`config.mk`:
```
export PLATFORM = sky130hd
export DESIGN_NAME = host_decode
export DESIGN_NICKNAME = d
export VERILOG_FILES = /design/src/source/mrdo_video_pkg.sv /design/src/source/host_decode.sv
export SDC_FILE = /design/constraint.sdc
export NUM_CORES = 1
export LEC_CHECK = 0
export ABC_AREA = 1
export BUFFER_PORTS_ARGS = -buffer_cell sky130_fd_sc_hd__buf_2
export CAP_MARGIN = 20
export CORE_MARGIN = 4
export CORE_UTILIZATION = 39
export CTS_BUF_LIST = sky130_fd_sc_hd__clkbuf_16
export DETAILED_ROUTE_END_ITERATION = 7
export PLACE_DENSITY = 0.77
export SLEW_MARGIN = 40
export SYNTH_ARGS = -nofsm -noshare
export SYNTH_HDL_FRONTEND = slang
export SYNTH_SLANG_ARGS = --single-unit
```
`constraint.sdc`:
```
create_clock -name clk_10M -period 1.6 [get_ports clk_10M]
set_clock_uncertainty 0.2 [all_clocks]
set_input_delay 0.24 -clock clk_10M [delete_from_list [all_inputs] [get_ports clk_10M]]
set_output_delay 0.24 -clock clk_10M [all_outputs]
set_load 0.02 [all_outputs]
```
`src/source/mrdo_video_pkg.sv`:
```
// shared types and constants for the tile video; raster constants are fixed to the original 5 MHz board timing
`default_nettype none

package mrdo_video_pkg;

	// raster geometry in pixels and lines
	localparam int H_TOTAL     = 320;
	localparam int H_VISIBLE   = 240;
	localparam int HSYNC_START = 256;
	localparam int HSYNC_LEN   = 32;
	localparam int V_TOTAL     = 262;
	localparam int V_VISIBLE   = 192;
	localparam int VSYNC_START = 220;
	localparam int VSYNC_LEN   = 3;

	// pixel enables from counter position to rgb output
	localparam int PIPE_LATENCY = 6;

	typedef logic [7:0]  pix_coord_t;
	typedef logic [8:0]  raster_cnt_t;
	typedef logic [8:0]  tile_code_t;
	typedef logic [7:0]  tile_attr_t;
	typedef logic [1:0]  pixel2_t;
	typedef logic [4:0]  pal_addr_t;
	typedef logic [11:0] rgb12_t;
	typedef logic [15:0] host_addr_t;
	typedef logic [7:0]  byte_t;

	typedef struct packed {
		pix_coord_t h;
		pix_coord_t v;
		logic       hblank;
		logic       vblank;
		logic       hsync;
		logic       vsync;
	} raster_t;

	typedef struct packed {
		logic       strobe;
		host_addr_t addr;
		byte_t      data;
	} host_wr_t;

	typedef struct packed {
		pixel2_t    pix;
		tile_attr_t attr;
	} layer_pix_t;

	// h and v carry the full counts, so lines 256..261 read back correctly
	typedef struct packed {
		rgb12_t      rgb;
		raster_cnt_t h;
		raster_cnt_t v;
		logic        hblank;
		logic        vblank;
		logic        hsync;
		logic        vsync;
	} video_out_t;

	typedef enum logic {FG, BG} layer_sel_t;

	// bit positions inside the per-layer write strobe vector
	localparam int WE_ATTR   = 0;
	localparam int WE_INDEX  = 1;
	localparam int WE_PLANE0 = 2;
	localparam int WE_PLANE1 = 3;
	localparam int PAL_WE_HI = 0;
	localparam int PAL_WE_LO = 1;

	// host memory map, spans given as log2 of the region size
	localparam host_addr_t BG_PLANE0   = 16'h0000;
	localparam host_addr_t BG_PLANE1   = 16'h1000;
	localparam host_addr_t FG_PLANE0   = 16'h2000;
	localparam host_addr_t FG_PLANE1   = 16'h3000;
	localparam host_addr_t BG_ATTR     = 16'h8000;
	localparam host_addr_t BG_INDEX    = 16'h8400;
	localparam host_addr_t FG_ATTR     = 16'h8800;
	localparam host_addr_t FG_INDEX    = 16'h8C00;
	localparam host_addr_t PAL_HI      = 16'hE000;
	localparam host_addr_t PAL_LO      = 16'hE020;
	localparam host_addr_t SCROLL_BASE = 16'hF800;
	localparam int ROM_SPAN    = 12;
	localparam int RAM_SPAN    = 10;
	localparam int PAL_SPAN    = 5;
	localparam int SCROLL_SPAN = 11;

	// resistor ladder levels of the colour DAC, 8-bit scale
	localparam byte_t COLOR_LADDER [16] = '{
		8'd0,   8'd0,   8'd0,   8'd88,  8'd0,   8'd112, 8'd133, 8'd192,
		8'd60,  8'd150, 8'd166, 8'd212, 8'd180, 8'd221, 8'd229, 8'd255
	};

endpackage

`default_nettype wire

```
`src/source/host_decode.sv`:
```
// host write decoder; writes are taken during reset too, unmapped addresses are dropped, scroll clears on reset
`default_nettype none

module host_decode (
	input wire logic clk_10M,
	input wire logic RESET,
	input wire mrdo_video_pkg::host_wr_t host,
	output logic [3:0] fg_we,
	output logic [3:0] bg_we,
	output logic [1:0] pal_we,
	output mrdo_video_pkg::host_wr_t wr,
	output mrdo_video_pkg::pix_coord_t scroll
);

	logic scroll_hit;

	function automatic logic in_region(
		input mrdo_video_pkg::host_addr_t addr,
		input mrdo_video_pkg::host_addr_t base,
		input int span
	);
		return (addr >> span) == (base >> span);
	endfunction

	// one register stage, strobes line up with this copy
	always_ff @(posedge clk_10M) begin
		wr <= host;
	end

	always_comb begin
		fg_we = '0;
		bg_we = '0;
		pal_we = '0;
		bg_we[mrdo_video_pkg::WE_PLANE0] = in_region(wr.addr, mrdo_video_pkg::BG_PLANE0,
			mrdo_video_pkg::ROM_SPAN);
		bg_we[mrdo_video_pkg::WE_PLANE1] = in_region(wr.addr, mrdo_video_pkg::BG_PLANE1,
			mrdo_video_pkg::ROM_SPAN);
		fg_we[mrdo_video_pkg::WE_PLANE0] = in_region(wr.addr, mrdo_video_pkg::FG_PLANE0,
			mrdo_video_pkg::ROM_SPAN);
		fg_we[mrdo_video_pkg::WE_PLANE1] = in_region(wr.addr, mrdo_video_pkg::FG_PLANE1,
			mrdo_video_pkg::ROM_SPAN);
		bg_we[mrdo_video_pkg::WE_ATTR] = in_region(wr.addr, mrdo_video_pkg::BG_ATTR,
			mrdo_video_pkg::RAM_SPAN);
		bg_we[mrdo_video_pkg::WE_INDEX] = in_region(wr.addr, mrdo_video_pkg::BG_INDEX,
			mrdo_video_pkg::RAM_SPAN);
		fg_we[mrdo_video_pkg::WE_ATTR] = in_region(wr.addr, mrdo_video_pkg::FG_ATTR,
			mrdo_video_pkg::RAM_SPAN);
		fg_we[mrdo_video_pkg::WE_INDEX] = in_region(wr.addr, mrdo_video_pkg::FG_INDEX,
			mrdo_video_pkg::RAM_SPAN);
		pal_we[mrdo_video_pkg::PAL_WE_HI] = in_region(wr.addr, mrdo_video_pkg::PAL_HI,
			mrdo_video_pkg::PAL_SPAN);
		pal_we[mrdo_video_pkg::PAL_WE_LO] = in_region(wr.addr, mrdo_video_pkg::PAL_LO,
			mrdo_video_pkg::PAL_SPAN);
		scroll_hit = in_region(wr.addr, mrdo_video_pkg::SCROLL_BASE, mrdo_video_pkg::SCROLL_SPAN);
		// nothing fires without the registered strobe
		if (!wr.strobe) begin
			fg_we = '0;
			bg_we = '0;
			pal_we = '0;
			scroll_hit = 1'b0;
		end
	end

	// background vertical scroll latch
	always_ff @(posedge clk_10M) begin
		if (RESET) begin
			scroll <= '0;
		end else if (scroll_hit) begin
			scroll <= wr.data;
		end
	end

	a_one_target: assert property (@(posedge clk_10M)
		$onehot0({fg_we, bg_we, pal_we, scroll_hit}))
		else $error("host write hit more than one target at %h", wr.addr);

endmodule

`default_nettype wire

```
# Yosys cells after proc, flatten, opt, wreduce, memory -nomap -nowiden
# Cells that the tools add are included.
dict set report word_totals {
  reg_bits 33
  latch_bits 0
  ramBits 0
  romBits 0
  inputBits 27
  output_inout_bits 43
  wordCells 19
  memories 0
}
dict set report op_classes {
  n_addsub 0
  multipliers 0
  div 0
  magnitude_cmp 0
  eq_ne 10
  n_shift 0
  n_mux 4
  bitwise_logic 0
  reduce_logical 1
}
# operator n
set op_table {}
lappend op_table {{$eq A6 B6 Y1 const B} 4}
lappend op_table {{$eq A11 B11 Y1 const B} 2}
lappend op_table {{$logic_not A16 Y1} 1}
lappend op_table {{$eq A4 B2 Y1 const B} 2}
lappend op_table {{$mux W4} 2}
lappend op_table {{$eq A5 B5 Y1 const B} 1}
lappend op_table {{$eq A4 B1 Y1 const B} 1}
lappend op_table {{$mux W2} 1}
lappend op_table {{$mux W1} 1}

# Longest topological paths before layout
dict set report depth {
  ltp_word 2
  depth_mapped 5
  mapped_depth_nobuf 5
}

# Worst setup path before layout
# No wires, ideal clock.
dict set report synth_path {
  path_kind {flip-flop to output port}
  startpoint {reg wr[21] (netlist name)}
  endpoint {out pal_we[0]}
  arrival_time_ns 1.182
  required_time_ns 1.160
  path_slack_ns -0.022
  stages_incl_launch_ff 5
  path_cell_list {dfxtp_1 > nand3_2 > inv_2 > nand4_1 > nor2_1}
}
dict set report synth_via {
  elab_chain_cells 2
}
# element line_no
set synth_lines {}
lappend synth_lines {{start: declaration} host_decode.sv:11} ;# output mrdo_video_pkg::host_wr_t wr,
lappend synth_lines {{start signal: assignment} host_decode.sv:27} ;# wr <= host;
lappend synth_lines {{$eq A11 B11 Y1} host_decode.sv:22} ;# return (addr >> span) == (base >> span);
lappend synth_lines {{$mux W2} host_decode.sv:56} ;# if (!wr.strobe) begin
lappend synth_lines {{end: declaration} host_decode.sv:10} ;# output logic [1:0] pal_we,
# No other way between the ends.

# Worst setup path in the final report
dict set report layout_path {
  startpoint {reg wr[22] (netlist name)}
  endpoint {out fg_we[1]}
}
dict set report layout_via {
  elab_chain_cells 2
}
# element line_no
set layout_lines {}
lappend layout_lines {{$eq A6 B6 Y1} host_decode.sv:22}
lappend layout_lines {{$mux W4} host_decode.sv:56}
lappend layout_lines {{end: declaration} host_decode.sv:8} ;# output logic [3:0] fg_we,
# No other way between the ends.

==> run_results.csv <==
group,metric,value,unit
setup_path,worst-r2r-cell-count,7,
sta,finalCritPeriodShare,113,%
floorplanning,floorplan.die_area,0.00342,mm^2
sta,final_number_of_max_transition_violations,0,
logic_synthesis,avg_synthesized_cell_area,9.38,um^2
sta,worst_slew_pin_slew,275,ps
global_routing,largest_net_degree_at_the_start_of_global_routing,12,
worst_hold_path,worst_hold_path_type,"input pin to flip-flop",
clock_network,worst_skew_pair.late_latency,280,ps
global_routing,globalRouteOverflowTotal,0,
setup_path,worstPathCellList,"inv_1 > nand4_1 > buf_6 > nor3_4 > buf_6",
worst_hold_path,count_of_cells_along_the_worst_hold_path,4,
sta,postLayoutSetupSlackWorst,-215,ps
logic_synthesis,number_of_standard_cells_after_synthesis,106,
drt,ant_nets,0,
clock_network,cts.root.buffer_cell,"sky130_fd_sc_hd__clkbuf_16",
drt,drt-pass1-iter-count,4,
placed_design,port-buffer-count,69,
floorplanning,fp-row-count,18,
global_routing,grt_antenna_before_repair,0,
setup_path,r2r_start,"wr[20]",
drt,initialDrtViolationCount,112,
drt,num_vias,1351,
sta,setup_viol,10,
floorplanning,coreArea,0.00245,mm^2
clock_network,cts.reportedPaths.clkPinSlew,60,ps
layout,areaGrowthSynthToFinish,95.8,%
setup_path,worstSetupStartpointType,"flip-flop",
layout,fin_cells,247,
setup_path,timing.critical_path.required,1160,ps
placed_design,detailedPlace.worstSlack,149,ps
sta,period_needed,1810,ps
setup_path,timing.critical_path.fanout_max,4,
global_routing,grt_pass1_vias,1334,
placed_design,globalplace.congestion,0.784,
layout,layout-drive-gt1-share,50.7,%
logic_synthesis,synth.net_count,133,
sta,rsz0062_at_grt,"yes",
setup_path,timing.setup.critical_path_class,"flip-flop to output port",
drt,route.detailed.vias_per_inst,5.47,
clock_network,h-tree-depth,2,
clock_network,tritoncts,"yes",
drt,avgRoutedWirePerCell,21.7,um
sta,slew_headroom,81.7,%
floorplanning,initial_utilization,40.5,%
power_and_ir_drop,cellLeakagePower,0.977,nW
sta,hold_viol_final,0,
setup_path,critPathCaptureType,"output port",
global_routing,global_route_usage_over_all_layers,27.5,%
global_routing,grt_pass1_wl,6810,um
floorplanning,fp.dieW,58.5,um
logic_synthesis,netlist-cell-type-count,11,
setup_path,reg2reg_setup_slack,50,ps
logic_synthesis,netlist_area,995,um^2
layout,mostFrequentLayoutCell,"sky130_fd_sc_hd__buf_2",
placed_design,dp.cells,206,
job,max_capacitance_violation_count,0,
logic_synthesis,synth-warning-count,0,
clock_network,cts-root-to-sink-buffers,2,
drt,detail_route.wirelength,5370,um
sta,hold_ws,161,ps
setup_path,r2r-end,"scroll[7]",
layout,nets,243,
setup_path,slowest_delay,370,ps
status,outcome,"finished, violations left",
placed_design,dp.final_hpwl,2010,um
power_and_ir_drop,irDropWorstVdd,0.00114,V
drt,drt_drc_violations_left,0,
power_and_ir_drop,power.density,1070,mW/mm^2
setup_path,critical_path.most_common_cell,"sky130_fd_sc_hd__buf_6",
logic_synthesis,synth_seq_cells,33,
worst_hold_path,hold_path_end,"scroll[1]",
status,violations,"setup timing",
logic_synthesis,yosysSeqAreaShare,66.4,%
setup_path,arrival,1370,ps
clock_network,number_of_buffers_added_by_the_clock_tree_synthesis_step,5,
sta,fmaxAchievable,0.551,GHz
floorplanning,boundaryPins,70,
layout,mostFrequentLayoutCells,"sky130_fd_sc_hd__buf_2, sky130_fd_sc_hd__dfxtp_1, sky130_fd_sc_hd__dlygate4sd3_1",
floorplanning,die-height,58.5,um
setup_path,crit_path_top_delay_cell,"sky130_fd_sc_hd__dfxtp_4",
worst_hold_path,holdCritStartpoint,"RESET",
layout,antenna-diode-count,0,
clock_network,clock-sinks,33,
cell families after synthesis:
| group | Yosys count | share of synthesized area [%] |
|---|---|---|
| buf+inv | 17 | 6.41 |
| simple gates | 56 | 27.2 |
| flops | 33 | 66.4 |
what timing repair did:
item | 4_1_cts | 5_1_grt
pin swaps | 2 | 6
hold buffers | 25 | 0
endpoints found under the setup margin | 10 | 10
gates resized for setup | 19 | 17
setup buffers | 5 | 3
endpoints found under the hold margin | 25 | 0
worst max path at each step:
stage,from,to,depth (start not counted)
global placement,wr[24],bg_we[2],3
floorplan,wr[21],pal_we[0],4
CTS,wr[22],fg_we[1],4
finish,wr[22],fg_we[1],5
detailed placement,wr[20],bg_we[1],4
global route,wr[21],fg_we[1],5
sequential cells by signal (all words and copies together), names as in the netlist:
name	cells
scroll	8
wr	25
worst max-delay path, delay by kind of cell, from the launching register on:
family | cells | cell delay, ps
AND/OR/NAND/NOR | 2 | 310
flip-flops | 1 | 370
buffers and inverters | 3 | 420
layout make-up:
type / instances / area, um^2
timing repair buffer: 103 / 696
sequential: 33 / 677
fill: 115 / 507
multi-input combinational: 56 / 329
clock buffer: 5 / 125
inverter: 17 / 66.3
tap: 30 / 37.5
clock inverter: 3 / 17.5
through the flow:
| stage | setup TNS [ps] | area [um^2] | total power, mW | util [%] |
|---|---|---|---|---|
| floorplan | -81.6 | 995 | 0.983 | - |
| global placement | 0 | 1390 | 1.06 | 56.4 |
| detailed placement | 0 | 1390 | 1.06 | 56.4 |
| CTS | -289 | 1860 | 2.01 | 75.9 |
| global route | -1540 | 1950 | 2.14 | 79.4 |
| finish | -1350 | 1950 | 2.08 | 79.4 |
report_power, final:
part	internal [mW]	switching, mW	total, mW
combinational	0.116	0.148	0.264
clock	0.570	0.358	0.928
sequential	0.857	0.0351	0.892
synth_stat cells:
library cell | number | area [um^2]
sky130_fd_sc_hd__nand2_2 | 1 | 6.26
sky130_fd_sc_hd__nor2_1 | 21 | 78.8
sky130_fd_sc_hd__nor2_4 | 2 | 22.5
sky130_fd_sc_hd__inv_2 | 2 | 7.51
sky130_fd_sc_hd__dfxtp_1 | 33 | 661
sky130_fd_sc_hd__nand4_1 | 4 | 25.0
sky130_fd_sc_hd__nand3_1 | 8 | 40.0
sky130_fd_sc_hd__nor3_1 | 8 | 40.0
sky130_fd_sc_hd__nand3_2 | 2 | 20.0
sky130_fd_sc_hd__inv_1 | 15 | 56.3
sky130_fd_sc_hd__nand2_1 | 10 | 37.5
per-layer routing:
metal / wire (um) / global-route usage, %
met5: 0 / 0
met2: 2610 / 47.5
met3: 599 / 8.99
met4: 343 / 14.2
met1: 1820 / 29.6
(Power assumes the default switching activity.)
