--- src/source/mrdo_video_pkg.sv ---
// shared types and constants for the tile video; raster constants are fixed to the original 5 MHz board timing
`default_nettype none

package mrdo_video_pkg;

	// raster geometry in pixels and lines
	localparam int H_TOTAL     = 320;
	localparam int H_VISIBLE   = 240;
	localparam int HSYNC_START = 256;
	localparam int HSYNC_LEN   = 32;
	localparam int V_TOTAL     = 262;
	localparam int V_VISIBLE   = 192;
	localparam int VSYNC_START = 220;
	localparam int VSYNC_LEN   = 3;

	// pixel enables from counter position to rgb output
	localparam int PIPE_LATENCY = 6;

	typedef logic [7:0]  pix_coord_t;
	typedef logic [8:0]  raster_cnt_t;
	typedef logic [8:0]  tile_code_t;
	typedef logic [7:0]  tile_attr_t;
	typedef logic [1:0]  pixel2_t;
	typedef logic [4:0]  pal_addr_t;
	typedef logic [11:0] rgb12_t;
	typedef logic [15:0] host_addr_t;
	typedef logic [7:0]  byte_t;

	typedef struct packed {
		pix_coord_t h;
		pix_coord_t v;
		logic       hblank;
		logic       vblank;
		logic       hsync;
		logic       vsync;
	} raster_t;

	typedef struct packed {
		logic       strobe;
		host_addr_t addr;
		byte_t      data;
	} host_wr_t;

	typedef struct packed {
		pixel2_t    pix;
		tile_attr_t attr;
	} layer_pix_t;

	// h and v carry the full counts, so lines 256..261 read back correctly
	typedef struct packed {
		rgb12_t      rgb;
		raster_cnt_t h;
		raster_cnt_t v;
		logic        hblank;
		logic        vblank;
		logic        hsync;
		logic        vsync;
	} video_out_t;

	typedef enum logic {FG, BG} layer_sel_t;

	// bit positions inside the per-layer write strobe vector
	localparam int WE_ATTR   = 0;
	localparam int WE_INDEX  = 1;
	localparam int WE_PLANE0 = 2;
	localparam int WE_PLANE1 = 3;
	localparam int PAL_WE_HI = 0;
	localparam int PAL_WE_LO = 1;

	// host memory map, spans given as log2 of the region size
	localparam host_addr_t BG_PLANE0   = 16'h0000;
	localparam host_addr_t BG_PLANE1   = 16'h1000;
	localparam host_addr_t FG_PLANE0   = 16'h2000;
	localparam host_addr_t FG_PLANE1   = 16'h3000;
	localparam host_addr_t BG_ATTR     = 16'h8000;
	localparam host_addr_t BG_INDEX    = 16'h8400;
	localparam host_addr_t FG_ATTR     = 16'h8800;
	localparam host_addr_t FG_INDEX    = 16'h8C00;
	localparam host_addr_t PAL_HI      = 16'hE000;
	localparam host_addr_t PAL_LO      = 16'hE020;
	localparam host_addr_t SCROLL_BASE = 16'hF800;
	localparam int ROM_SPAN    = 12;
	localparam int RAM_SPAN    = 10;
	localparam int PAL_SPAN    = 5;
	localparam int SCROLL_SPAN = 11;

	// resistor ladder levels of the colour DAC, 8-bit scale
	localparam byte_t COLOR_LADDER [16] = '{
		8'd0,   8'd0,   8'd0,   8'd88,  8'd0,   8'd112, 8'd133, 8'd192,
		8'd60,  8'd150, 8'd166, 8'd212, 8'd180, 8'd221, 8'd229, 8'd255
	};

endpackage

`default_nettype wire

--- src/source/video_timing.sv ---
// raster generator for a 10 MHz clock; pixel enable every second cycle, counters start at 0,0 after reset
`default_nettype none

module video_timing (
	input wire logic clk_10M,
	input wire logic RESET,
	output logic pix_ce,
	output mrdo_video_pkg::raster_t raster
);

	mrdo_video_pkg::raster_cnt_t h_cnt;
	mrdo_video_pkg::raster_cnt_t v_cnt;
	logic h_wrap;
	logic v_wrap;

	assign h_wrap = (h_cnt == mrdo_video_pkg::raster_cnt_t'(mrdo_video_pkg::H_TOTAL - 1));
	assign v_wrap = (v_cnt == mrdo_video_pkg::raster_cnt_t'(mrdo_video_pkg::V_TOTAL - 1));

	// 5 MHz enable, low for the first cycle out of reset
	always_ff @(posedge clk_10M) begin
		if (RESET) begin
			pix_ce <= 1'b0;
		end else begin
			pix_ce <= ~pix_ce;
		end
	end

	always_ff @(posedge clk_10M) begin
		if (RESET) begin
			h_cnt <= '0;
			v_cnt <= '0;
		end else if (pix_ce) begin
			if (h_wrap) begin
				h_cnt <= '0;
				// next line on every horizontal wrap
				if (v_wrap) begin
					v_cnt <= '0;
				end else begin
					v_cnt <= v_cnt + 1'b1;
				end
			end else begin
				h_cnt <= h_cnt + 1'b1;
			end
		end
	end

	// only the low byte of each count goes out, blanking covers the aliased part
	assign raster.h = h_cnt[7:0];
	assign raster.v = v_cnt[7:0];
	assign raster.hblank = (h_cnt >= mrdo_video_pkg::H_VISIBLE);
	assign raster.vblank = (v_cnt >= mrdo_video_pkg::V_VISIBLE);
	assign raster.hsync = (h_cnt >= mrdo_video_pkg::HSYNC_START) &&
		(h_cnt < mrdo_video_pkg::HSYNC_START + mrdo_video_pkg::HSYNC_LEN);
	assign raster.vsync = (v_cnt >= mrdo_video_pkg::VSYNC_START) &&
		(v_cnt < mrdo_video_pkg::VSYNC_START + mrdo_video_pkg::VSYNC_LEN);

	// counters never leave the frame
	a_h_in_range: assert property (@(posedge clk_10M) disable iff (RESET)
		h_cnt < mrdo_video_pkg::H_TOTAL && v_cnt < mrdo_video_pkg::V_TOTAL)
		else $error("raster counter out of range h=%0d v=%0d", h_cnt, v_cnt);

endmodule

`default_nettype wire

--- config.mk ---
export PLATFORM = sky130hd
export DESIGN_NAME = video_timing
export DESIGN_NICKNAME = d
export VERILOG_FILES = /design/src/source/mrdo_video_pkg.sv /design/src/source/video_timing.sv
export SDC_FILE = /design/constraint.sdc
export NUM_CORES = 1
export LEC_CHECK = 0
export BUFFER_PORTS_ARGS = -buffer_cell sky130_fd_sc_hd__buf_2
export CORE_ASPECT_RATIO = 0.7
export CORE_MARGIN = 4
export CORE_UTILIZATION = 53
export DETAILED_ROUTE_END_ITERATION = 16
export HOLD_SLACK_MARGIN = 0.15
export PLACE_DENSITY = 0.79
export SLEW_MARGIN = 10
export SYNTH_ARGS = -nofsm -noshare
export SYNTH_HDL_FRONTEND = slang
export SYNTH_SLANG_ARGS = --single-unit
--- constraint.sdc ---
create_clock -name clk_10M -period 3.07 [get_ports clk_10M]
set_clock_uncertainty 0.2 [all_clocks]
set_input_delay 0.307 -clock clk_10M [delete_from_list [all_inputs] [get_ports clk_10M]]
set_output_delay 0.307 -clock clk_10M [all_outputs]
set_load 0.01 [all_outputs]
== Yosys cells after proc, flatten, opt, wreduce, memory -nomap -nowiden ==
Cells that the tools add are included.

* Word-level logic and storage cells: 19
* Bits of input ports: 2
* Output and inout bits: 21
* Flip-flop bits (word level): 19

* Equality and inequality tests: 2
* Multiplexer cells: 2
* Order comparisons: 6
* $add $sub $neg: 2
* Reduce and logical (&&, ||, !) cells: 3
* Bitwise operators: 1

{| class="wikitable"
|+ Operators with widths
! operator !! number
|-
| $ge 9x8->1 const B || 3
|-
| $add 9x1->9 const B || 2
|-
| $eq 9x9->1 const B || 2
|-
| $mux 9 || 2
|-
| $ge 9x9->1 const B || 1
|-
| $lt 9x8->1 const B || 1
|-
| $lt 9x9->1 const B || 1
|-
| $logic_and 1x1->1 || 2
|-
| $reduce_and 2->1 || 1
|-
| $not 1->1 || 1
|}

== Logic depth before layout (Yosys ltp) ==
Gate-level depths: netlist (run 1).

* Depth after elaboration: 2
* Mapped depth: 6
* Depth with buffers taken out: 5

== Worst setup path before layout (run 1) ==
Ideal clock, no wire load.

* Kind: register to register
* From: reg h_cnt[6]
* To: reg v_cnt[5]
* Setup slack: 944 ps
* Clock period less this slack: 2,126 ps
* Arrival time: 1,855 ps
* Setup time: 71 ps
* Cell stages (with the launch flop): 6
* Cells stage by stage: dfxtp_1 -> or3b_1 -> or3_1 -> buf_2 -> or4_1 -> a21oi_1

* Cells in the longest elaborated chain, start to end: 2

{| class="wikitable"
|+ Ends and longest elaborated chain
! what !! line !! RTL
|-
| from (decl) || video_timing.sv:11 || <nowiki>mrdo_video_pkg::raster_cnt_t h_cnt;</nowiki>
|-
| from (signal assigned) || video_timing.sv:42 || <nowiki>h_cnt <= h_cnt + 1'b1;</nowiki>
|-
| $eq 9x9->1 || video_timing.sv:16 || <nowiki>assign h_wrap = (h_cnt == mrdo_video_pkg::raster_cnt_t'(mrdo_video_pkg::H_TOTAL - 1));</nowiki>
|-
| $reduce_and 2->1 (no source line) || - ||
|-
| to (signal assigned) || video_timing.sv:39 || <nowiki>v_cnt <= v_cnt + 1'b1;</nowiki>
|-
| to (decl) || video_timing.sv:12 || <nowiki>mrdo_video_pkg::raster_cnt_t v_cnt;</nowiki>
|}

Every way passes these cells.
A chain may end at the register's enable or synchronous reset.

== Final worst setup path (run 1) ==
* From: reg h_cnt[0]
* To: reg v_cnt[4]

The elaborated chain is that of the path after synthesis.

==> impl_results.md, run 1 <==
* Post-synthesis simple-gate area fraction at 0.2655
* Crit. End Element: register
* Fin crit share at 0.7684
* Status: complete, no violations
* Utilization after layout at 0.5978
* Per-cell routed wire length at 14.48 µm
* Vias at 966
* Synthesized area at ~1100 µm²
* Final Total Pwr at 0.3971 mW
* Post-cts hold buffer count at 0
* Crit path from: h_cnt[0]$_SDFFE_PP0P_
* Top cells by area, synth: dfxtp_1 34%, buf_4 11%, ha_1 5.6%
* Synth Area in Compound Gates at 0.1192
* Yosys warns at 0
* FP Rows at 13
* Arrival @ worst endpoint at about 2.4 ns
* Hold path startpoint: RESET
* Final cell count without fillers at 165
* Final WL at about 2400 µm
* Tightest Pin Transition at roughly 0.4 ns
* Min Hold Slack at 0.2058 ns
* Startpoint Class: register
* Share of the synthesized area in the top cell type at 0.3420
* Post-Synth XOR/XNOR Area at 0.05512
* RSZ-0062 raised after global routing: false
* Commonest non-fill, non-tap cell in the layout: buf_2
* Required @ worst endpoint at 3.10 ns
* DRC Markers at 0
* Initial drt markers at 44
* Finished Cell Area at about 1100 µm²
* Combinational family with the most area after synthesis: simple AND/OR/NAND/NOR gates
* FMAX at 423.9 MHz
* Min setup slack post-route at 0.7111 ns
* Most frequent cells in the layout: 22 x buf_2, 19 x dfxtp_1, 9 x inv_1
* Vias in the first global route at 851
* Die height at around 46 µm
* Drt first pass iters at 4
* Via density at approximately 5.9
* First-pass GRT wire length at 4015 µm
* HP Class: input port to register
* CTS tree: yes
* Final setup TNS at 0 ns
* Longest Clk Path Bufs at 2
* Post-route minimum period at 2.359 ns
* Number of top-level pins at 23
* Clock latency on the worst-skew pair at 0.29 ns
* Layout cells sized above 1 at 0.1818
* Dpl cells at around 160
* Area share of fa/ha/maj cells after synthesis at 0.05624
* Critical path class: register to register
* Placer Congestion at 0.8276
* Final nets at 151
* Post-CTS Setup Repair Bufs at 0
* Die X at around 63 µm
* Pwr/cell area at 346.1 nW/µm²
* Synth area leader: dfxtp_1
* Setup slack at placement at 0.7508 ns
* Initial antenna violation count at 0
* Core Area at between 1500 and 2000 µm²
* Num CTS Buffers at 3
* Syn Nets at ~140
* Yosys cell types at 30
* Overall Global Routing Usage at 0.1789
* Post-place instance area at about 1100 µm²
* Mean post-synth cell area at between 8 and 9 µm²
* Die footprint at 2907 µm²
* Gr ovfl total at 0
* # port buffers at 22
* R2r startpoint: h_cnt[0]$_SDFFE_PP0P_
* DP HPWL at about 1800 µm
* Slew Viols, Final at 0
* H-tree levels at 1
* Syn Inst Count at 136
* Leak pwr at 0.4674 nW
* Worst IR Drop VDD at 253.7 µV
* Reg clk slew, reported paths at 0.10 ns
* Mux cell area share after synthesis at 0.008999
* Critical path fanouts, max at 9
* Max incr delay on CP at roughly 0.54 ns
* Max-Cap Viols at 0
* Clock Tree Root: clkbuf_4
* Sequential fraction of the synthesis area at 0.3420
* Antenna-violating nets left at 0
* # resized after CTS at 0
* Worst-path cell chain: ha_1 -> nand4_1 -> or3_1 -> or4_1 -> a21oi_1
* Largest net degree at the start of global routing at 26
* CTS sink count at 19
* #FFs+latches synth at 19
* Crit-path slowest cell: or4_1
* Rel. slew slack at 0.7320
* Final Hold Viols at 0
* Initial Utilization at 0.5795
* ANT cells at 0
* Syn-to-layout area delta at 3.150%
* Final Setup Violations at 0
==> power breakdown <==
group          leakage [nW]  internal [mW]  total [mW]  switching [mW]
sequential            0.154          0.250       0.255         0.00517
combinational         0.299        0.00724      0.0178          0.0105
clock                0.0150         0.0506       0.124          0.0738
==> final cells by class <==
class | instances | area (µm²)
clock buffer | 4 | 26.28
multi-input combinational | 88 | 561.8
sequential | 19 | 380.4
tap | 22 | 27.53
timing repair buffer | 23 | 117.6
fill | 177 | 772.0
inverter | 9 | 33.78
==> routing by layer <==
| layer | wire (µm) | global-route usage |
|---|---|---|
| met2 | 1057 | 0.3008 |
| met4 | 35 | 0.05702 |
| met3 | 154 | 0.06585 |
| met1 | 1142 | 0.2178 |
| met5 | 0 | 0 |
==> path summary, 6_finish.rpt <==
path	endpoint	slack (ns)	cells past startpoint
max	v_cnt[4]$_SDFFE_PP0P_	0.71	5
min	pix_ce$_SDFF_PP0_	0.21	2
max reg2reg	v_cnt[4]$_SDFFE_PP0P_	0.71	5
min reg2reg	h_cnt[8]$_SDFFE_PP0P_	0.33	2
==> synthesized netlist by cell type (all sizes together) <==
cell type and n:
clkbuf 3, nor2b 3, nor2 8, nand3 8, and4 2, xor2 3
nand4b 1, ha 5, xnor2 4, dfxtp 19, buf 17, or3b 1
o22ai 1, nor3 8, a21o 2, o32ai 3, nand2 6, nand2b 1
or3 6, nor4 2, a32o 1, nand4 4, o31ai 2, inv 9
o21ai 4, a21oi 8, and3 2, or4 2, mux2i 1
==> worst max-delay path, delay by kind of cell (launching register included) <==
family                   cells  cell delay (ns)
AO/OA/AOI/OAI                1             0.15
flip-flops                   1             0.42
adder cells (fa/ha/maj)      1             0.19
AND/OR/NAND/NOR              3             1.33
==> logic make-up after synthesis <==
| group | Yosys count |
|---|---|
| and+or+nand+nor | 54 |
| buffers and inverters | 29 |
| AOI/OAI and AO/OA | 21 |
| DFF | 19 |
| xor gates and xnor gates | 7 |
| adders and majority gates | 5 |
| muxes | 1 |
==> flip-flops by register name (all words and copies together) (netlist names) <==
register  cells
v_cnt         9
h_cnt         9
pix_ce        1
Power figures use the tool's default switching activity.
==> run 2: changes to the inputs <==
Clock period 3.07 ns to 2.27 ns, I/O delays scaled along.
==> run 2 against run 1 <==
Via count increased by 2.7%. Critical path type unchanged. Critical endpoint unchanged. First-iteration DRC count increased by 45%. Die area unchanged. Final area increased by 3.1%.
==> impl_results.md, run 2 (synthesis results as in run 1) <==
* Reg clk slew, reported paths at 0.11 ns (about the same)
* Sequential cell area at 382.9 µm² (+0.66%)
* Tightest Pin Transition at 0.4142 ns (+0.01227 ns)
* Die X at 62.76 µm (unchanged)
* Pwr/cell area at 464.3 nW/µm² (+34%)
* Commonest non-fill, non-tap cell in the layout: buf_2
* DRC Markers at 0 (unchanged)
* # port buffers at 22 (unchanged)
* Utilization after layout at 0.6160 (+0.01825)
* Initial Utilization at 0.5795 (unchanged)
* DP HPWL at 1719 µm (-2.4%)
* CTS sink count at 19 (unchanged)
* Syn-to-layout area delta at 6.299%
* Via density at 5.870 (+0.26%)
* Worst IR Drop VDD at 285.3 µV (+12%)
* Final Hold Viols at 0 (unchanged)
* Fin crit share at 0.9432 (+0.1748)
* Final setup TNS at 0 ns (unchanged)
* Startpoint Class: register
* Number of top-level pins at 23 (unchanged)
* Vias in the first global route at 850 (-0.12%)
* Rel. slew slack at 0.7238 (-0.008177)
* Hold path startpoint: h_cnt[8]$_SDFFE_PP0P_
* Initial drt markers at 64 (+45%)
* Arrival @ worst endpoint at 2.19 ns (-0.20 ns)
* Longest Clk Path Bufs at 2 (unchanged)
* Required @ worst endpoint at 2.32 ns (-0.78 ns)
* Gr ovfl total at 0 (unchanged)
* Initial antenna violation count at 0 (unchanged)
* Slew Viols, Final at 0 (unchanged)
* Overall Global Routing Usage at 0.1722 (-0.006748)
* Min setup slack post-route at 0.1290 ns (-0.5821 ns)
* Crit. End Element: register
* H-tree levels at 1 (unchanged)
* Die footprint at 2907 µm² (unchanged)
* Largest registers: h_cnt (9), v_cnt (9), pix_ce (1)
* Max-Cap Viols at 0 (unchanged)
* Clock latency on the worst-skew pair at 0.31 ns (+0.02 ns)
* Layout cells sized above 1 at 0.2109 (+0.02907)
* Per-cell routed wire length at 13.79 µm (-4.7%)
* First-pass GRT wire length at 3877 µm (-3.4%)
* Placer Congestion at 0.8361 (+1.0%)
* CTS tree: yes
* Final nets at 155 (+2.6%)
* Most frequent cells in the layout: 22 x buf_2, 17 x dfxtp_1, 9 x inv_1
* Setup slack at placement at 0.1357 ns (-0.6151 ns)
* Hold EP: h_cnt[8]$_SDFFE_PP0P_
* Crit path from: h_cnt[6]$_SDFFE_PP0P_
* R2R cell count at 4 (-1)
* ANT cells at 0 (unchanged)
* FP Rows at 13 (unchanged)
* Clock Tree Root: clkbuf_4
* Final WL at 2331 µm (-2.4%)
* Vias at 992 (+2.7%)
* HP Class: register to register
* Die height at 46.33 µm (unchanged)
* Leak pwr at 0.4864 nW (+4.1%)
* Post-route minimum period at 2.141 ns (-0.2179 ns)
* Critical path fanouts, max at 6 (-3)
* Final Setup Violations at 0 (unchanged)
* Area of the multi-input gates at 561.8 µm² (unchanged)
* Reg2reg end: v_cnt[4]$_SDFFE_PP0P_
* Hold depth at 2 (unchanged)
* Critical path class: register to register
* Num CTS Buffers at 3 (unchanged)
* Largest net degree at the start of global routing at 26 (unchanged)
* Antenna-violating nets left at 0 (unchanged)
* R2r startpoint: h_cnt[6]$_SDFFE_PP0P_
* FMAX at 467.1 MHz (+10%)
* Drt first pass iters at 5 (+1)
* Status: complete, no violations
* Fill cells at 184 (+4.0%)
* Core Area at 1919 µm² (unchanged)
* RSZ-0062 raised after global routing: false
* Flop-to-flop setup slack at 0.13 ns (-0.58 ns)
-- run 2: cell count changes in the layout (fill, tap and decap cells not counted), sizes merged --
| cell | change |
|---|---|
| buf | +3 |
| dlygate4sd3 | +1 |
-- run 2: area by class of cell --
cell class / count / area share
Inverter: 9 / 0.02857
Multi-Input combinational cell: 88 / 0.4751
Sequential cell: 19 / 0.3238
Clock buffer: 4 / 0.02222
Tap cell: 22 / 0.02328
Timing Repair Buffer: 27 / 0.1270
-- run 2: timing repair --
action / 4_1_cts / 5_1_grt
hold endpoints to repair: 3 / 0
hold buffers: 1 / 0
resized for setup: 0 / 2
buffers inserted: 0 / 0
setup endpoints to repair: 0 / 1
-- run 2: metal layers --
metal,vias to the layer above,part of all wire,track usage
met3,4,0.085,0.06585
met2,50,0.43,0.2669
met4,0,0.011,0.07456
li1,489,-,-
met5,-,0,0
met1,449,0.48,0.2173
-- run 2: worst max-delay path by stage --
stage	endpoint	slack, ns	cells after the start
6_report	v_cnt[4]$_SDFFE_PP0P_	0.13	4
3_5_place_dp	v_cnt[4]$_SDFFE_PP0P_	0.14	4
2_1_floorplan	v_cnt[5]$_SDFFE_PP0P_	0.14	5
4_1_cts	v_cnt[4]$_SDFFE_PP0P_	0.11	4
3_3_place_gp	v_cnt[5]$_SDFFE_PP0P_	0.21	4
5_1_grt	v_cnt[5]$_SDFFE_PP0P_	0.02	4
-- run 2: stage by stage --
| step | cell area [µm²] | hold slack, ns | instances | total power, mW |
|---|---|---|---|---|
| floorplan | 1112 | 0.2074 | 136 | 0.3716 |
| detailed placement | 1144 | 0.3133 | 164 | 0.3767 |
| finish | 1182 | 0.3147 | 169 | 0.5490 |
| global placement | 1144 | 0.2900 | 164 | 0.3754 |
| global route | 1182 | 0.3429 | 169 | 0.5700 |
| CTS | 1180 | 0.3338 | 169 | 0.5490 |
-- run 2: where the power goes --
part	switching [mW]	total, mW	internal, mW
registers	0.00646	0.344	0.338
clock network	0.111	0.179	0.0686
logic	0.0147	0.0255	0.0108
total	0.132	0.549	0.417
-- run 2: critical path: stages (launching register included) --
cell and delay, ns:
dfxtp_2 0.36, or3b_1 0.42, or3_1 0.42, or4_1 0.52
a21oi_1 0.15
