**config.mk**
```make
export PLATFORM = sky130hd
export DESIGN_NAME = color_mixer
export DESIGN_NICKNAME = d
export VERILOG_FILES = /design/src/source/mrdo_video_pkg.sv /design/src/source/color_mixer.sv
export SDC_FILE = /design/constraint.sdc
export NUM_CORES = 1
export LEC_CHECK = 0
export ABC_AREA = 1
export ABC_CLOCK_PERIOD_IN_PS = 2500
export BUFFER_PORTS_ARGS = -buffer_cell sky130_fd_sc_hd__buf_2
export CORE_MARGIN = 2
export CORE_UTILIZATION = 55
export DETAILED_ROUTE_END_ITERATION = 6
export GPL_ROUTABILITY_DRIVEN = 0
export HOLD_SLACK_MARGIN = 0.15
export PLACE_DENSITY = 0.73
export SLEW_MARGIN = 15
export SYNTH_ARGS = -nofsm -noshare
export SYNTH_HDL_FRONTEND = slang
export SYNTH_SLANG_ARGS = --single-unit
```
**constraint.sdc**
```tcl
create_clock -name clk_10M -period 2.5 [get_ports clk_10M]
set_input_delay 0.5 -clock clk_10M [delete_from_list [all_inputs] [get_ports clk_10M]]
set_output_delay 0.5 -clock clk_10M [all_outputs]
set_load 0.01 [all_outputs]
```
**src/source/mrdo_video_pkg.sv**
```systemverilog
// shared types and constants for the tile video; raster constants are fixed to the original 5 MHz board timing
`default_nettype none

package mrdo_video_pkg;

	// raster geometry in pixels and lines
	localparam int H_TOTAL     = 320;
	localparam int H_VISIBLE   = 240;
	localparam int HSYNC_START = 256;
	localparam int HSYNC_LEN   = 32;
	localparam int V_TOTAL     = 262;
	localparam int V_VISIBLE   = 192;
	localparam int VSYNC_START = 220;
	localparam int VSYNC_LEN   = 3;

	// pixel enables from counter position to rgb output
	localparam int PIPE_LATENCY = 6;

	typedef logic [7:0]  pix_coord_t;
	typedef logic [8:0]  raster_cnt_t;
	typedef logic [8:0]  tile_code_t;
	typedef logic [7:0]  tile_attr_t;
	typedef logic [1:0]  pixel2_t;
	typedef logic [4:0]  pal_addr_t;
	typedef logic [11:0] rgb12_t;
	typedef logic [15:0] host_addr_t;
	typedef logic [7:0]  byte_t;

	typedef struct packed {
		pix_coord_t h;
		pix_coord_t v;
		logic       hblank;
		logic       vblank;
		logic       hsync;
		logic       vsync;
	} raster_t;

	typedef struct packed {
		logic       strobe;
		host_addr_t addr;
		byte_t      data;
	} host_wr_t;

	typedef struct packed {
		pixel2_t    pix;
		tile_attr_t attr;
	} layer_pix_t;

	// h and v carry the full counts, so lines 256..261 read back correctly
	typedef struct packed {
		rgb12_t      rgb;
		raster_cnt_t h;
		raster_cnt_t v;
		logic        hblank;
		logic        vblank;
		logic        hsync;
		logic        vsync;
	} video_out_t;

	typedef enum logic {FG, BG} layer_sel_t;

	// bit positions inside the per-layer write strobe vector
	localparam int WE_ATTR   = 0;
	localparam int WE_INDEX  = 1;
	localparam int WE_PLANE0 = 2;
	localparam int WE_PLANE1 = 3;
	localparam int PAL_WE_HI = 0;
	localparam int PAL_WE_LO = 1;

	// host memory map, spans given as log2 of the region size
	localparam host_addr_t BG_PLANE0   = 16'h0000;
	localparam host_addr_t BG_PLANE1   = 16'h1000;
	localparam host_addr_t FG_PLANE0   = 16'h2000;
	localparam host_addr_t FG_PLANE1   = 16'h3000;
	localparam host_addr_t BG_ATTR     = 16'h8000;
	localparam host_addr_t BG_INDEX    = 16'h8400;
	localparam host_addr_t FG_ATTR     = 16'h8800;
	localparam host_addr_t FG_INDEX    = 16'h8C00;
	localparam host_addr_t PAL_HI      = 16'hE000;
	localparam host_addr_t PAL_LO      = 16'hE020;
	localparam host_addr_t SCROLL_BASE = 16'hF800;
	localparam int ROM_SPAN    = 12;
	localparam int RAM_SPAN    = 10;
	localparam int PAL_SPAN    = 5;
	localparam int SCROLL_SPAN = 11;

	// resistor ladder levels of the colour DAC, 8-bit scale
	localparam byte_t COLOR_LADDER [16] = '{
		8'd0,   8'd0,   8'd0,   8'd88,  8'd0,   8'd112, 8'd133, 8'd192,
		8'd60,  8'd150, 8'd166, 8'd212, 8'd180, 8'd221, 8'd229, 8'd255
	};

endpackage

`default_nettype wire

```
**src/source/color_mixer.sv**
```systemverilog
// fg over bg priority with palette PROM lookup; PROMs load only through host writes, output black while blanked
`default_nettype none

module color_mixer (
	input wire logic clk_10M,
	input wire logic RESET,
	input wire logic pix_ce,
	input wire mrdo_video_pkg::raster_t raster,
	input wire mrdo_video_pkg::layer_pix_t fg,
	input wire mrdo_video_pkg::layer_pix_t bg,
	input wire mrdo_video_pkg::host_wr_t wr,
	input wire logic [1:0] pal_we,
	output mrdo_video_pkg::video_out_t video
);

	// raster stages to line up with the layer output
	localparam int DLY = mrdo_video_pkg::PIPE_LATENCY - 1;

	mrdo_video_pkg::byte_t pal_hi [32];
	mrdo_video_pkg::byte_t pal_lo [32];
	mrdo_video_pkg::raster_t raster_dly [DLY];
	mrdo_video_pkg::raster_t cur;
	mrdo_video_pkg::layer_pix_t win;
	logic draw;
	logic draw_q;
	mrdo_video_pkg::pal_addr_t hi_addr;
	mrdo_video_pkg::pal_addr_t lo_addr;
	mrdo_video_pkg::byte_t hi_q;
	mrdo_video_pkg::byte_t lo_q;

	function automatic logic [3:0] ladder(input logic [3:0] idx);
		return mrdo_video_pkg::COLOR_LADDER[idx][7:4];
	endfunction

	// a layer shows if its pixel is nonzero or it is forced opaque
	always_comb begin
		draw = 1'b1;
		if (fg.pix != '0 || fg.attr[6]) begin
			win = fg;
		end else if (bg.pix != '0 || bg.attr[6]) begin
			win = bg;
		end else begin
			win = '0;
			draw = 1'b0;
		end
	end

	assign hi_addr = {win.attr[2:0], win.pix};
	assign lo_addr = {win.attr[5:3], win.pix};

	// PROM read lands in the cycle between enables
	always_ff @(posedge clk_10M) begin
		if (pal_we[mrdo_video_pkg::PAL_WE_HI]) begin
			pal_hi[wr.addr[4:0]] <= wr.data;
		end
		if (pal_we[mrdo_video_pkg::PAL_WE_LO]) begin
			pal_lo[wr.addr[4:0]] <= wr.data;
		end
		hi_q <= pal_hi[hi_addr];
		lo_q <= pal_lo[lo_addr];
		draw_q <= draw;
	end

	always_ff @(posedge clk_10M) begin
		if (pix_ce) begin
			raster_dly[0] <= raster;
			for (int i = 1; i < DLY; i++) begin
				raster_dly[i] <= raster_dly[i - 1];
			end
		end
	end

	assign cur = raster_dly[DLY - 1];

	always_ff @(posedge clk_10M) begin
		if (RESET) begin
			video <= '0;
		end else if (pix_ce) begin
			if (cur.hblank || cur.vblank || !draw_q) begin
				video.rgb <= '0;
			end else begin
				video.rgb <= {ladder({hi_q[1:0], lo_q[1:0]}),
					ladder({hi_q[3:2], lo_q[3:2]}),
					ladder({hi_q[5:4], lo_q[5:4]})};
			end
			// a blanked low byte below the visible size means the count passed 255
			video.h <= {cur.hblank && (cur.h < mrdo_video_pkg::H_VISIBLE), cur.h};
			video.v <= {cur.vblank && (cur.v < mrdo_video_pkg::V_VISIBLE), cur.v};
			video.hblank <= cur.hblank;
			video.vblank <= cur.vblank;
			video.hsync <= cur.hsync;
			video.vsync <= cur.vsync;
		end
	end

endmodule

`default_nettype wire

```
Word-level counts from Yosys, hierarchy flattened
Memories as Yosys holds them, arrays and structs flattened. A register that Yosys moved wholly into a read port is not among the register bits.
Index checks and enable logic that the tools add are counted.
- flip-flop bits (word level): 35
- bits of input ports: 70
- bits in writable memories: 612
- memories kept: 6
- memory bits (read-only): 384
- $lt $le $gt $ge: 5
- bitwise logic cells: 3
- reduce and logical (&&, ||, !) cells: 9
- muxes and demuxes: 16
- memories (memory ; depth ; bits a word ; read ports ; clocked after Yosys merged registers in ; write ports ; line ; RTL):
    pal_hi ; 32 ; 8 ; 1 ; 1 ; 1 ; color_mixer.sv:19 ; mrdo_video_pkg::byte_t pal_hi [32];
    pal_lo ; 32 ; 8 ; 1 ; 1 ; 1 ; color_mixer.sv:20 ; mrdo_video_pkg::byte_t pal_lo [32];
    (no name shown) ; 16 ; 8 ; 1 ; 0 ; 0 ; color_mixer.sv:32 ; return mrdo_video_pkg::COLOR_LADDER[idx][7:4];
    (no name shown) ; 16 ; 8 ; 1 ; 0 ; 0 ; color_mixer.sv:32 ;
    (no name shown) ; 16 ; 8 ; 1 ; 0 ; 0 ; color_mixer.sv:32 ;
    raster_dly ; 5 ; 20 ; 5 ; 0 ; 5 ; color_mixer.sv:21 ; mrdo_video_pkg::raster_t raster_dly [DLY];
- operators by type and width (cell ; count):
    8-bit two-way mux ; 6
    10-bit two-way mux ; 2
    8-bit < comparator, second input constant ; 2
    5-bit greater-or-equal comparator, second input constant ; 3
    4-bit inverter with 5-bit output ; 3
    12-bit two-way mux ; 1
    1-bit two-way mux ; 7
    1-bit logical OR ; 4
    2-bit nonzero test ; 2
    1-bit logical AND ; 2
    1-bit zero test ; 1

Longest topological paths before layout
Gate-level depths: netlist of run 1.
- depth after elaboration: 5
- gate-level depth with buffers: 13
- mapped depth without buffers: 12

Least setup slack after synthesis of run 1
OpenSTA, ideal clock, no wires.
- path type: input-to-reg
- start: input wr[9] (netlist name)
- end: memory pal_hi[10][0] (netlist name) (enable)
- arrival time: 1.484 ns
- required time: 2.123 ns
- path buffers: 0
- stages on the path: 4
- slack: 0.639 ns
- cells stage by stage: inv_1 nor2_1 clkinv_1 nor3_1
- RTL lines (item ; line ; RTL):
    from (decl) ; color_mixer.sv:11 ; input wire mrdo_video_pkg::host_wr_t wr,
    to (decl) ; color_mixer.sv:19 ;
No word-level cell before the write port.

Worst setup path in the final report of run 1
- start: input fg[8] (netlist name)
- end: register hi_q[3] (read register of pal_hi)
- longest elaborated chain between the ends: 3
- ends and longest elaborated chain (item ; line ; RTL):
    from (decl) ; color_mixer.sv:9 ; input wire mrdo_video_pkg::layer_pix_t fg,
    2-bit nonzero test ; color_mixer.sv:38 ; if (fg.pix != '0 || fg.attr[6]) begin
    1-bit logical OR ; color_mixer.sv:38 ;
    10-bit two-way mux * ; color_mixer.sv:38 ;
    to (decl) ; color_mixer.sv:28 ; mrdo_video_pkg::byte_t hi_q;
Mark *: on every way between the ends. The rest lies on a longest branch, timed or not.
A chain may end at the register's enable or synchronous reset.

==> run_results.csv, run 1 <==
group,metric,value,unit
outcome,status,"finished, final reports clean",
min_path,hold_path_class,"input port to flip-flop",
grt,grt_first_pass_wirelength,79600,um
worst_setup_path,worstPathArrival,2.25,ns
timing,fin_crit_sh,71.1,%
clock_tree,tritoncts,"done",
clock_tree,clockRootBuffer,"clkbuf_16",
routing,drt-pass1-iter-count,6,
routing,routedWlPerCell,19.0,um
clock_tree,clockBufferDepth,3,
worst_setup_path,criticalPathCategory,"input port to flip-flop",
layout,drive_above_1_share,12.1,%
floorplan,die_x,204,um
floorplan,rows,73,
timing,fmax,563,MHz
grt,grt_start_max_net_pins,111,
routing,drt_wl_total,51200,um
yosys,seq_area_frac_synth,70.3,%
clock_tree,postCtsSetupBuffers,0,
worst_setup_path,endpoint_kind,"flip-flop",
yosys,ys_types,28,
floorplan,start_util,55.5,%
worst_setup_path,critical_path_peak_fanout,24,
routing,viasPerCell,5.56,
timing,final_max_slew_viol_count,0,
layout,fin_nets,2199,
power,p_per_area,744,nW/um^2
layout,areaGrowthSynthToFinish,14.7,%
clock_tree,cts_buffers,51,
floorplan,ios,104,
power,ir_drop,0.472,mV
yosys,netlist_area,22000,um^2
grt,track_usage,24.9,%
timing,rsz0062_at_grt,"false",
layout,final_cell_mix,"484 x edfxtp_1, 428 x nand3_1, 410 x nand2_1",
worst_setup_path,start_kind,"input port",
routing,ant_nets,0,
routing,drc_errors,0,
timing,hold_viol,0,
grt,grt_pass1_vias,14400,
clock_tree,clock_latency,0.59,ns
grt,overflow,0,
clock_tree,clkSinkCount,531,
clock_tree,htreeDepth,2,
timing,period_needed,1.78,ns
timing,worst_pin_slew,0.894,ns
timing,finalSetupViolCount,0,
power,power,18.8,mW
timing,setup_tns,0,ns
yosys,ys_warn_count,0,
routing,vias,15000,
power,p_leak,10.3,nW
place,io_buffers,87,
floorplan,die_area,41600,um^2
timing,worst_clock_skew,0.0106,ns
yosys,synth_area_per_cell,11.1,um^2
yosys,synth_seq_cells,531,
yosys,synth_cells,1987,
floorplan,core_region_area,39600,um^2
grt,antenna_found_initial,1,
layout,final_util,63.7,%
job,max-cap-violations,0,
routing,detailedRoute.firstIterationViolations,1514,
timing,slew_headroom,40.4,%
place,hpwlAfterDp,31000,um
yosys,synth_nets,2057,
clock_tree,cts_resized,0,
clock_tree,clkTransAtPathRegs,0.06,ns
layout,final_common_cell,"edfxtp_1",
floorplan,die_y,204,um
worst_setup_path,cp.required,2.98,ns
==> final timing paths <==
| check | start | end | slack (ns) | depth (start not counted) |
|---|---|---|---|---|
| setup reg to reg | raster_dly[0][82]$_DFFE_PP_ | video[29]$_SDFFE_PP0P_ | 1.10 | 4 |
| setup / recovery | fg[8] | hi_q[3]$_DFF_P_ | 0.72 | 13 |
| hold / removal | pix_ce | raster_dly[0][21]$_DFFE_PP_ | 0.29 | 1 |
| hold reg to reg | raster_dly[0][76]$_DFFE_PP_ | raster_dly[0][96]$_DFFE_PP_ | 0.41 | 0 |
==> what timing repair did <==
action,4_1_cts,5_1_grt
setup endpoints to repair,0,0
endpoints found under the hold margin,20,0
hold buffers,20,0
==> layer usage <==
metal	share of wire [%]	up-vias	global-route usage [%]	wire length (um)
met5	0	-	0	0
met4	2.6	0	7.66	1340
met3	8.2	105	4.02	4220
met2	49	710	41.1	24900
met1	40	7145	34.3	20700
li1	-	7032	-	-
==> cell families after synthesis <==
family          Yosys count  synth area share [%]
xor+xnor                  1                0.0398
compound gates           55                  1.40
simple gates           1026                  21.4
flops                   531                  70.3
buf+inv                 374                  6.83
==> layout make-up <==
type | count | area [um^2]
Inverter | 263 | 992
Sequential cell | 531 | 15500
Multi-Input combinational cell | 1082 | 5060
Fill cell | 3055 | 14400
Tap cell | 525 | 657
Clock inverter | 32 | 243
Antenna cell | 1 | 2.50
Clock buffer | 61 | 1320
Timing Repair Buffer | 200 | 1490
==> critical path: stages <==
cell and delay [ns]:
buf_2 0.13, inv_6 0.08, nand2_2 0.09, nor2_4 0.10, inv_2 0.11, nand2_1 0.10, nand2_2 0.07, inv_2 0.37
nand3_1 0.22, nand3_1 0.22, nand2_1 0.09, nand2_1 0.08, nand2_1 0.07
==> registers in the layout (all words and copies together), names as in the netlist <==
signal / cells
video: 34
pal_hi: 192
raster_dly: 100
lo_q: 6
hi_q: 6
draw_q: 1
pal_lo: 192
==> metrics by stage <==
step	setup slack (ns)	std cells	area [um^2]	hold WS, ns
2_1_floorplan	0.639	1987	22000	0.400
3_3_place_gp	0.221	2581	23500	0.401
3_5_place_dp	0.160	2581	23500	0.405
4_1_cts	0.765	2694	25200	0.274
5_1_grt	0.616	2695	25200	0.283
6_report	0.723	2695	25200	0.290
==> synth_stat cells <==
cell type,n,share of area (%)
dfxtp_1,47,4.3
nor3_1,37,0.84
o311ai_0,1,0.040
inv_1,256,4.4
clkinv_1,1,0.017
a22oi_1,3,0.10
a21oi_1,19,0.43
a211oi_1,2,0.068
nor2_1,75,1.3
xor2_1,1,0.040
clkbuf_1,42,0.72
nand4_1,2,0.057
a21oi_2,1,0.040
o21bai_2,1,0.051
o211ai_1,3,0.10
nand2_2,2,0.057
nor4_1,1,0.028
inv_2,6,0.10
buf_2,61,1.4
buf_1,2,0.034
edfxtp_1,484,66
nand3b_1,67,2.3
o21ai_1,1,0.023
nor2_4,2,0.10
nand3_1,428,9.7
nand2_1,412,7.0
o21ai_0,24,0.55
buf_4,6,0.20
==> power breakdown <==
| group | switching [mW] | leakage [nW] | internal, mW | total, mW |
|---|---|---|---|---|
| clock network | 3.24 | 0.754 | 4.00 | 7.24 |
| registers | 0.111 | 4.83 | 9.95 | 10.1 |
| logic | 1.03 | 4.70 | 0.444 | 1.47 |
Power figures use the tool's default switching activity.
==> run 2, diff against run 1 <==
ABC_CLOCK_PERIOD_IN_PS = 1800   (was 2500)
clock period = 1.8 ns   (was 2.5 ns; I/O delays follow)
==> run 2 against run 1 <==
Net effect: worst setup slack lost 0.35 ns; sequential cell count unchanged; worst hold slack worse by 0.11 ns; clock power increased by 48%; sequential share of layout area decreased by 1.9 points; highest routed layer unchanged; die area is the same; non-clock buffer count rose by 53; first-iteration DRC count fell by 5.2%; cell area increased by 3.3%; register-to-register slack lost 0.61 ns; sequential power is 39% higher.
==> run_results.csv, run 2 (synthesized netlist as in run 1, its figures left out) <==
group,metric,value,unit
floorplan,rows,73,
layout,final_cell_mix,"484 x edfxtp_1, 428 x nand3_1, 410 x nand2_1",
floorplan,core_region_area,39600,um^2
grt,grt_pass1_vias,14600,
routing,viasPerCell,5.48,
routing,drt-pass1-iter-count,5,
power,intPower,20.9,mW
layout,drive_above_1_share,14.6,%
floorplan,start_util,55.5,%
clock_tree,clockRootBuffer,"clkbuf_16",
worst_setup_path,crit_path_top_delay_cell,"dfxtp_1",
power,seq_power_share,52.0,%
job,max-cap-violations,0,
clock_tree,cts_resized,0,
worst_setup_path,r2r_start,"raster_dly[0][82]$_DFFE_PP_",
min_path,hold_path_class,"input port to flip-flop",
outcome,status,"finished, final reports clean",
timing,hold_viol,0,
place,dp_slack,-0.172,ns
layout,final_util,65.8,%
grt,antenna_found_initial,1,
layout,fin_cells,2752,
clock_tree,ctsHoldBuffers,20,
routing,detailedRoute.firstIterationViolations,1436,
clock_tree,cts_buffers,52,
floorplan,die_area,41600,um^2
power,ir_drop,0.716,mV
routing,drc_errors,0,
worst_setup_path,start_kind,"flip-flop",
clock_tree,postCtsSetupBuffers,0,
worst_setup_path,cp.required,1.44,ns
worst_setup_path,worstPathArrival,1.06,ns
min_path,min_path_cells,1,
layout,fin_nets,2253,
worst_setup_path,crit_buf_inv,1,
power,p_clk_share,39.9,%
place,io_buffers,87,
layout,fillers,2816,
grt,overflow,0,
timing,period_needed,1.42,ns
timing,finalSetupViolCount,0,
grt,track_usage,24.7,%
worst_setup_path,r2r_slack,0.49,ns
floorplan,ios,104,
timing,rsz0062_at_grt,"false",
timing,holdWs,0.183,ns
worst_setup_path,ff2ff_path_depth,4,
worst_setup_path,critical_path_peak_fanout,2,
power,p_leak,10.7,nW
layout,final_common_cell,"edfxtp_1",
worst_setup_path,critPathTopFamily,"flip-flops",
worst_setup_path,criticalPathCategory,"flip-flop to output pin",
worst_setup_path,crit_chain,"buf_2",
routing,ant_nets,0,
clock_tree,clock_latency,0.57,ns
floorplan,die_y,204,um
timing,setup_tns,0,ns
worst_setup_path,r2r-end,"video[29]$_SDFFE_PP0P_",
timing,slew_headroom,68.5,%
timing,worst_pin_slew,0.473,ns
place,hpwlAfterDp,31700,um
timing,worst_slack,0.376,ns
worst_setup_path,max_stage_delay,0.36,ns
place,dp_cells,2634,
clock_tree,clkSinkCount,531,
timing,fmax,702,MHz
grt,grt_first_pass_wirelength,79100,um
min_path,hold_path_end,"raster_dly[0][61]$_DFFE_PP_",
routing,routedWlPerCell,18.5,um
routing,vias,15100,
timing,fin_crit_sh,79.1,%
power,p_sw,6.01,mW
power,p_per_area,1030,nW/um^2
layout,areaGrowthSynthToFinish,18.4,%
timing,worst_clock_skew,0.0145,ns
power,combPwrFrac,8.2,%
floorplan,die_x,204,um
worst_setup_path,endpoint_kind,"output pin",
clock_tree,tritoncts,"done",
power,swShare,22.3,%
routing,drt_wl_total,51000,um
clock_tree,clockBufferDepth,3,
min_path,hp-start,"pix_ce",
clock_tree,clkTransAtPathRegs,0.06,ns
grt,grt_start_max_net_pins,73,
timing,final_max_slew_viol_count,0,
clock_tree,htreeDepth,2,
[run 2: per-layer routing]
| metal | wire [um] | vias to the layer above | track usage, % |
|---|---|---|---|
| met3 | 4210 | 99 | 4.32 |
| met2 | 24600 | 655 | 40.5 |
| met5 | 0 | - | 0 |
| li1 | - | 7150 | - |
| met1 | 20400 | 7182 | 33.2 |
| met4 | 1770 | 0 | 9.55 |
[run 2: worst max-delay path by stage]
stage	start	end	slack [ns]	cells past startpoint
floorplan	wr[9]	pal_hi[10][0]$_DFFE_PP_	0.08	4
global placement	fg[6]	lo_q[5]$_DFF_P_	-0.13	12
detailed placement	fg[6]	hi_q[5]$_DFF_P_	-0.17	12
CTS	video[25]$_SDFFE_PP0P_	video[25]	0.36	1
global route	fg[6]	lo_q[2]$_DFF_P_	0.26	13
finish	video[15]$_SDFFE_PP0P_	video[15]	0.38	1
[run 2: layout make-up]
| class | instances | area, um^2 | share of cell area [%] |
|---|---|---|---|
| diodes | 2 | 5.00 | 0.0192 |
| well taps | 525 | 657 | 2.52 |
| repair buffers | 253 | 2160 | 8.28 |
| clock inverters | 19 | 145 | 0.557 |
| clock buffers | 77 | 1570 | 6.03 |
| multi-input cells | 1082 | 5060 | 19.4 |
| flip-flops and latches | 531 | 15500 | 59.4 |
| inverters | 263 | 992 | 3.81 |
[run 2: power by group through the flow]
stage          Clock (mW)  Sequential [mW]  Combinational (mW)
2_1_floorplan           0             14.2                1.12
3_3_place_gp            0             14.2                2.06
3_5_place_dp            0             14.2                2.12
4_1_cts              10.9             14.0                2.17
5_1_grt              11.3             14.0                2.40
6_report             10.7             14.0                2.20
[run 2: stage by stage]
step                total power, mW  cell area [um^2]
finish                         26.9             26100
global route                   27.7             26100
CTS                            27.0             26100
detailed placement             16.4             24100
global placement               16.3             24100
floorplan                      15.3             22000
[run 2: worst reg2reg max path, stage by stage, from the launching register on]
cell      delay [ns]
edfxtp_1        0.43
nor4_1          0.29
buf_4           0.22
o311ai_0        0.15
a21oi_1         0.14
